==> src/design/customInstr_settings.svh <==
`ifndef CUSTOMINSTR_SETTINGS_SVH
`define CUSTOMINSTR_SETTINGS_SVH

// Custom instruction numbers
`define CI_SWAP_ID     8'd1
`define CI_GRAY_ID     8'd9
`define CI_PROFILE_ID  8'd12

`define CI_DATA_WIDTH  32
`define CI_ID_WIDTH    8

// Luminance weights add up to 256
`define GRAY_WEIGHT_RED    77
`define GRAY_WEIGHT_GREEN  150
`define GRAY_WEIGHT_BLUE   29

`define PROFILE_COUNTERS   3 // Cycles, stall, bus idle

`endif
==> src/design/ciPkg.sv <==
`include "customInstr_settings.svh"

package ciPkg;

  // Operations that survive decode
  typedef enum logic [1:0] {
    opSwap    = 2'd0,
    opGray    = 2'd1,
    opProfile = 2'd2
  } ciOpT;

  typedef logic [`CI_DATA_WIDTH-1:0] ciDataT;

  typedef logic [`CI_ID_WIDTH-1:0] ciIdT;

  // Counter index 0 is cycles, 1 stall cycles and 2 bus idle cycles
  typedef logic [1:0] profileSelT;

endpackage

==> src/design/ciIssueIf.sv <==
`timescale 1ns/10ps

// Decoded instruction one cycle after ciStart
interface ciIssueIf;
  logic          valid;
  ciPkg::ciOpT   op;
  ciPkg::ciDataT dataA;
  ciPkg::ciDataT dataB;

  modport issuer (
    output valid,
    output op,
    output dataA,
    output dataB
  );

  modport receiver (
    input valid,
    input op,
    input dataA,
    input dataB
  );
endinterface

==> src/design/customInstrUnit.sv <==
`timescale 1ns/10ps

module customInstrUnit (
  input  logic          systemClock,
  input  logic          rstN,
  input  logic          ciStart,
  input  ciPkg::ciIdT   ciN,
  input  ciPkg::ciDataT ciDataA,
  input  ciPkg::ciDataT ciDataB,
  input  logic          stall,
  input  logic          busIdle,
  output logic          ciDone,
  output ciPkg::ciDataT ciResult
);

  logic          execValid;
  ciPkg::ciDataT execValue;
  logic          profValid;
  ciPkg::ciDataT profValue;

  ciIssueIf issueBus ();

  ciDecode decode (
    .systemClock (systemClock),
    .rstN        (rstN),
    .ciStart     (ciStart),
    .ciN         (ciN),
    .ciDataA     (ciDataA),
    .ciDataB     (ciDataB),
    .issue       (issueBus.issuer)
  );

  ciExecute execute (
    .systemClock (systemClock),
    .rstN        (rstN),
    .issue       (issueBus.receiver),
    .execValid   (execValid),
    .execValue   (execValue)
  );

  // Sits beside execute on the same issue
  profileCounters profiler (
    .systemClock (systemClock),
    .rstN        (rstN),
    .stall       (stall),
    .busIdle     (busIdle),
    .issue       (issueBus.receiver),
    .profValid   (profValid),
    .profValue   (profValue)
  );

  ciResult result (
    .systemClock (systemClock),
    .rstN        (rstN),
    .execValid   (execValid),
    .execValue   (execValue),
    .profValid   (profValid),
    .profValue   (profValue),
    .ciDone      (ciDone),
    .ciResult    (ciResult)
  );

endmodule

==> src/design/ciResult.sv <==
`timescale 1ns/10ps

module ciResult (
  input  logic          systemClock,
  input  logic          rstN,
  input  logic          execValid,
  input  ciPkg::ciDataT execValue,
  input  logic          profValid,
  input  ciPkg::ciDataT profValue,
  output logic          ciDone,
  output ciPkg::ciDataT ciResult
);

  ciPkg::ciDataT nextResult;

  // At most one source is valid per cycle
  always_comb begin
    if (execValid) begin
      nextResult = execValue;
    end else if (profValid) begin
      nextResult = profValue;
    end else begin
      nextResult = '0; // Keeps the shared result bus quiet
    end
  end

  always_ff @(posedge systemClock or negedge rstN) begin
    if (!rstN) begin
      ciDone   <= 1'b0;
      ciResult <= '0;
    end else begin
      ciDone   <= execValid | profValid;
      ciResult <= nextResult;
    end
  end

endmodule

==> src/design/profileCounters.sv <==
`timescale 1ns/10ps
`include "customInstr_settings.svh"

module profileCounters (
  input  logic          systemClock,
  input  logic          rstN,
  input  logic          stall,
  input  logic          busIdle,
  ciIssueIf.receiver    issue,
  output logic          profValid,
  output ciPkg::ciDataT profValue
);

  ciPkg::ciDataT                counters [`PROFILE_COUNTERS];
  logic [`PROFILE_COUNTERS-1:0] enables;
  logic [`PROFILE_COUNTERS-1:0] countNow;
  logic [`PROFILE_COUNTERS-1:0] clearNow;
  ciPkg::profileSelT            readSel;
  logic                         profileIssue;

  assign profileIssue = issue.valid && (issue.op == ciPkg::opProfile);
  assign readSel      = issue.dataA[1:0];

  assign countNow = enables & {busIdle, stall, 1'b1}; // Bit order follows counter index
  assign clearNow = profileIssue ?
                    issue.dataB[2*`PROFILE_COUNTERS-1:`PROFILE_COUNTERS] : '0;

  always_ff @(posedge systemClock or negedge rstN) begin
    if (!rstN) begin
      enables <= '0;
      for (int i = 0; i < `PROFILE_COUNTERS; i++) begin
        counters[i] <= '0;
      end
    end else begin
      if (profileIssue) enables <= issue.dataB[`PROFILE_COUNTERS-1:0];
      // Clear wins over counting on the same edge
      for (int i = 0; i < `PROFILE_COUNTERS; i++) begin
        if (clearNow[i]) counters[i] <= '0;
        else if (countNow[i]) counters[i] <= counters[i] + 1'b1;
      end
    end
  end

  always_ff @(posedge systemClock or negedge rstN) begin
    if (!rstN) begin
      profValid <= 1'b0;
    end else begin
      profValid <= profileIssue;
    end
  end

  // Value as it stood before this edge
  always_ff @(posedge systemClock) begin
    if (profileIssue) begin
      profValue <= (readSel < `PROFILE_COUNTERS) ? counters[readSel] : '0;
    end
  end

endmodule

==> src/design/ciExecute.sv <==
`timescale 1ns/10ps
`include "customInstr_settings.svh"

module ciExecute (
  input  logic          systemClock,
  input  logic          rstN,
  ciIssueIf.receiver    issue,
  output logic          execValid,
  output ciPkg::ciDataT execValue
);

  ciPkg::ciDataT swapValue;
  ciPkg::ciDataT grayValue;
  logic [7:0]    red8;
  logic [7:0]    green8;
  logic [7:0]    blue8;
  logic [15:0]   graySum;

  // Full reversal or swap inside each halfword
  always_comb begin
    if (!issue.dataB[0]) begin
      swapValue = {issue.dataA[7:0], issue.dataA[15:8],
                   issue.dataA[23:16], issue.dataA[31:24]};
    end else begin
      swapValue = {issue.dataA[23:16], issue.dataA[31:24],
                   issue.dataA[7:0], issue.dataA[15:8]};
    end
  end

  // RGB565 channels widened to 8 bits by repeating their top bits
  assign red8   = {issue.dataA[15:11], issue.dataA[15:13]};
  assign green8 = {issue.dataA[10:5], issue.dataA[10:9]};
  assign blue8  = {issue.dataA[4:0], issue.dataA[4:2]};

  // Weights sum to 256 so the total fits in 16 bits
  assign graySum = 16'(red8 * `GRAY_WEIGHT_RED +
                       green8 * `GRAY_WEIGHT_GREEN +
                       blue8 * `GRAY_WEIGHT_BLUE);

  assign grayValue = ciPkg::ciDataT'(graySum[15:8]);

  always_ff @(posedge systemClock or negedge rstN) begin
    if (!rstN) begin
      execValid <= 1'b0;
    end else begin
      execValid <= issue.valid && (issue.op != ciPkg::opProfile);
    end
  end

  always_ff @(posedge systemClock) begin
    if (issue.valid) begin
      execValue <= (issue.op == ciPkg::opGray) ? grayValue : swapValue;
    end
  end

endmodule

==> src/design/ciDecode.sv <==
`timescale 1ns/10ps
`include "customInstr_settings.svh"

module ciDecode (
  input  logic          systemClock,
  input  logic          rstN,
  input  logic          ciStart,
  input  ciPkg::ciIdT   ciN,
  input  ciPkg::ciDataT ciDataA,
  input  ciPkg::ciDataT ciDataB,
  ciIssueIf.issuer      issue
);

  ciPkg::ciOpT decodedOp;
  logic        knownId;

  always_comb begin
    knownId   = 1'b1;
    decodedOp = ciPkg::opSwap;
    case (ciN)
      `CI_SWAP_ID:    decodedOp = ciPkg::opSwap;
      `CI_GRAY_ID:    decodedOp = ciPkg::opGray;
      `CI_PROFILE_ID: decodedOp = ciPkg::opProfile;
      default:        knownId   = 1'b0; // Foreign number is never answered
    endcase
  end

  always_ff @(posedge systemClock or negedge rstN) begin
    if (!rstN) begin
      issue.valid <= 1'b0;
    end else begin
      issue.valid <= ciStart & knownId;
    end
  end

  // Operation and operands ride along with valid
  always_ff @(posedge systemClock) begin
    if (ciStart) begin
      issue.op    <= decodedOp;
      issue.dataA <= ciDataA;
      issue.dataB <= ciDataB;
    end
  end

endmodule

==> config.mk <==
export PLATFORM = sky130hd
export DESIGN_NAME = customInstrUnit
export DESIGN_NICKNAME = d
export VERILOG_FILES = /design/src/design/ciPkg.sv /design/src/design/ciIssueIf.sv /design/src/design/customInstrUnit.sv /design/src/design/ciResult.sv /design/src/design/profileCounters.sv /design/src/design/ciExecute.sv /design/src/design/ciDecode.sv
export VERILOG_INCLUDE_DIRS = /design/src /design/src/design
export SDC_FILE = /design/constraint.sdc
export NUM_CORES = 1
export LEC_CHECK = 0
export BUFFER_PORTS_ARGS = -buffer_cell sky130_fd_sc_hd__buf_2
export CORE_MARGIN = 2
export CORE_UTILIZATION = 55
export DETAILED_ROUTE_END_ITERATION = 10
export PLACE_DENSITY = 0.74
export RECOVER_POWER = 100
export SLEW_MARGIN = 40
export SYNTH_ARGS = -nofsm -noshare
export SYNTH_HDL_FRONTEND = slang
export SYNTH_HIERARCHICAL = 1
export SYNTH_SLANG_ARGS = --single-unit
==> constraint.sdc <==
create_clock -name systemClock -period 9.4 [get_ports systemClock]
set_input_delay 0.94 -clock systemClock [delete_from_list [all_inputs] [get_ports systemClock]]
set_output_delay 0.94 -clock systemClock [all_outputs]
set_load 0.02 [all_outputs]
==> impl_results.md <==
- CP Capture Type: flip-flop
- Core region area: approximately 25000 µm²
- Post-route DRC: 0
- Reg-to-reg startpoint: decode/issue.dataA[1]
- Cell Rows: 58
- Pin count of the biggest net entering global routing: 73
- Via count: 10150
- Starting Density: a little under three fifths
- RSZ-0062 raised after global routing: no
- Clock root buffer: clkbuf_16
- Syn_area_per_cell: ~11 µm²
- Most used cell, CP: fa_1
- Reg clk slew, reported paths: around 60 ps
- Total power per unit cell area: roughly 300 nW/µm²
- CP peak stage delay: 2060 ps
- VDD IR max: roughly 0.00046 V
- Crit path max-delay family: adder cells
- WHS Path Cells: 1
- Drt first pass iters: 6
- Buffers on Ports: 83
- Lkg Pwr: roughly 6.6 nW
- CP cell instances: clkbuf_1, fa_1, fa_1, fa_1, fa_1, fa_1, ha_1, a2111oi_0, o21a_1, o21ai_0, o31ai_1, xor2_1, a21oi_1
- ANT nets after route: 0
- Post-DP HPWL: about 23 mm
- Placed Cells: 1635
- Non-filler instance count after layout: ~1700
- Crit-path slowest cell: clkbuf_1
- Post-synthesis cell area: roughly 14000 µm²
- Tcrit/Tclk final: between 70% and 80%
- Total wire length: 32.60 mm
- Grt total ovfl: 0
- Die W: roughly 160 µm
- Skew final: 23.56 ps
- # IOs: 110
- Multi-input gate area: ~6900 µm²
- Fin util: slightly above 60%
- Fmax: 137.1 MHz
- Vias in the first global route: between 9000 and 10000
- Initial DRC Count: slightly above 1000
- Hold Path End: result/ciResult[31]
- Worst endpoint required time: 9620 ps
- Hold wc startpoint: profiler/profValue[31]
- Hold-fix buffers at CTS: 0
- Worst reg2reg setup slack: approximately 2100 ps
- Max cap viols: 12
- Total GRT Usage: about a quarter
- Clk buf depth: 3
- Layout cells sized above 1: between 8 and 9%
- Initial antenna violation count: 1
- Area Overhead vs Synth: 10.46%
- Register area: ~6500 µm²
- Hold crit path type: flip-flop to flip-flop
- Syn Inst Count: 1270
- Post-route cell area: approximately 16000 µm²
- CP Max Fanout: 39
- Pre-CTS worst setup slack: around 2700 ps
- Resized Gates After CTS: 0
- Worst hold margin: about 460 ps
- Worst Slack Setup Final: 2108 ps
- Clock latency on the worst-skew pair: 560 ps
- R2R Path End: execute/execValue[4]
- Vias per inst: between 6 and 7
- First-pass GRT wire length: slightly above 50 mm
- Slew @ Worst Pin: about 4000 ps
- Dpl cell area: around 15000 µm²
- Outcome: complete, but fails checks
- Avg WL per Cell: 19.33 µm
- Synthesized Nets: about 1500
- Final setup viols: 0
- Fillers: roughly 2000
- Worst slew margin: -159.0%
- Final hold violation count: 0
- Critical Path Start Type: flip-flop
- Final setup TNS: 0 ps
- Worst r2r path cells: 13
- CTS tree: built
- Failing checks: capacitance limit, slew limit
- Critical Path AT: around 7500 ps
- Die Y: between 150 and 200 µm
- Total of warnings raised by yosys: 6
- Sink Count: 239
- Total die area: 26860 µm²
- Cts bufs inserted: 27
- Htree depth: 1
- Routability Congestion: between 0.9 and 1
- NumNets Final: 1552
- Max-slew violation count: a little under 500
- Worst setup path class: flip-flop to flip-flop
- Minimum clock period: 7292 ps
- Total power: 4.675 mW
- Ant. Diodes: 0
- Worst path bufs/invs: 1
- Setup bufs post-CTS: 0
## report_power, final
part           switching (mW)  internal [mW]  total [mW]
clock                   0.442          0.658        1.10
sequential             0.0459           1.14        1.19
combinational            1.34           1.05        2.39
total                    1.83           2.85        4.68
## how the worst max path moves through the flow
stage	slack (ps)	depth (start not counted)	endpoint	startpoint
4_1_cts	2630	21	execute/execValue[4]	decode/issue.dataA[9]
3_5_place_dp	2650	21	execute/execValue[4]	decode/issue.dataA[9]
2_1_floorplan	3180	21	execute/execValue[4]	decode/issue.dataA[9]
6_report	2110	13	execute/execValue[4]	decode/issue.dataA[1]
5_1_grt	1660	13	execute/execValue[4]	decode/issue.dataA[1]
3_3_place_gp	2690	21	execute/execValue[4]	decode/issue.dataA[9]
## worst register-to-register path: stages, from the launching register on
cell	delay [ps]
edfxtp_1	330
clkbuf_1	2060
fa_1	780
fa_1	580
fa_1	450
fa_1	510
fa_1	490
ha_1	250
a2111oi_0	410
o21a_1	230
o21ai_0	270
o31ai_1	350
xor2_1	190
a21oi_1	80
## routing by layer
metal  global-route usage [%]  up-vias  share of wire [%]
met5                        0        -                  0
met4                    7.616        0                2.9
met3                    3.889       51                7.0
met2                    38.60      370                 45
met1                    36.17     4968                 45
li1                         -     4761                  -
## layout by cell type, fill, tap and decap left out, drive strengths merged, types with 26 or more instances in the layout
cell type  instances
nand4             36
clkbuf            78
buf               50
o31ai             41
edfxtp           104
a22o              31
mux2i             69
dfrtp            135
o21ai             59
nand3             27
nand2             93
a21oi             69
inv              105
nor2              66
fa                54
or4               46
xor2              26
ha                86
## state kept, by name, summed over array words and instances (netlist names)
register,count
profiler/profValue,32
profiler/enables,3
result/ciResult,32
decode/issue.dataB,6
decode/issue.valid,1
profiler/counters,96
profiler/profValid,1
execute/execValid,1
decode/issue.dataA,32
execute/execValue,32
result/ciDone,1
decode/issue.op,2
## final cells by class
cell class | instances | share of cell area [%]
clock buffer | 32 | 4.600
clock inverter | 18 | 1.386
inverter | 101 | 2.441
multi-input combinational | 870 | 44.30
sequential | 239 | 41.86
tap | 330 | 2.659
timing repair buffer | 96 | 2.755
Note: power is estimated with default switching activity, not from simulation.
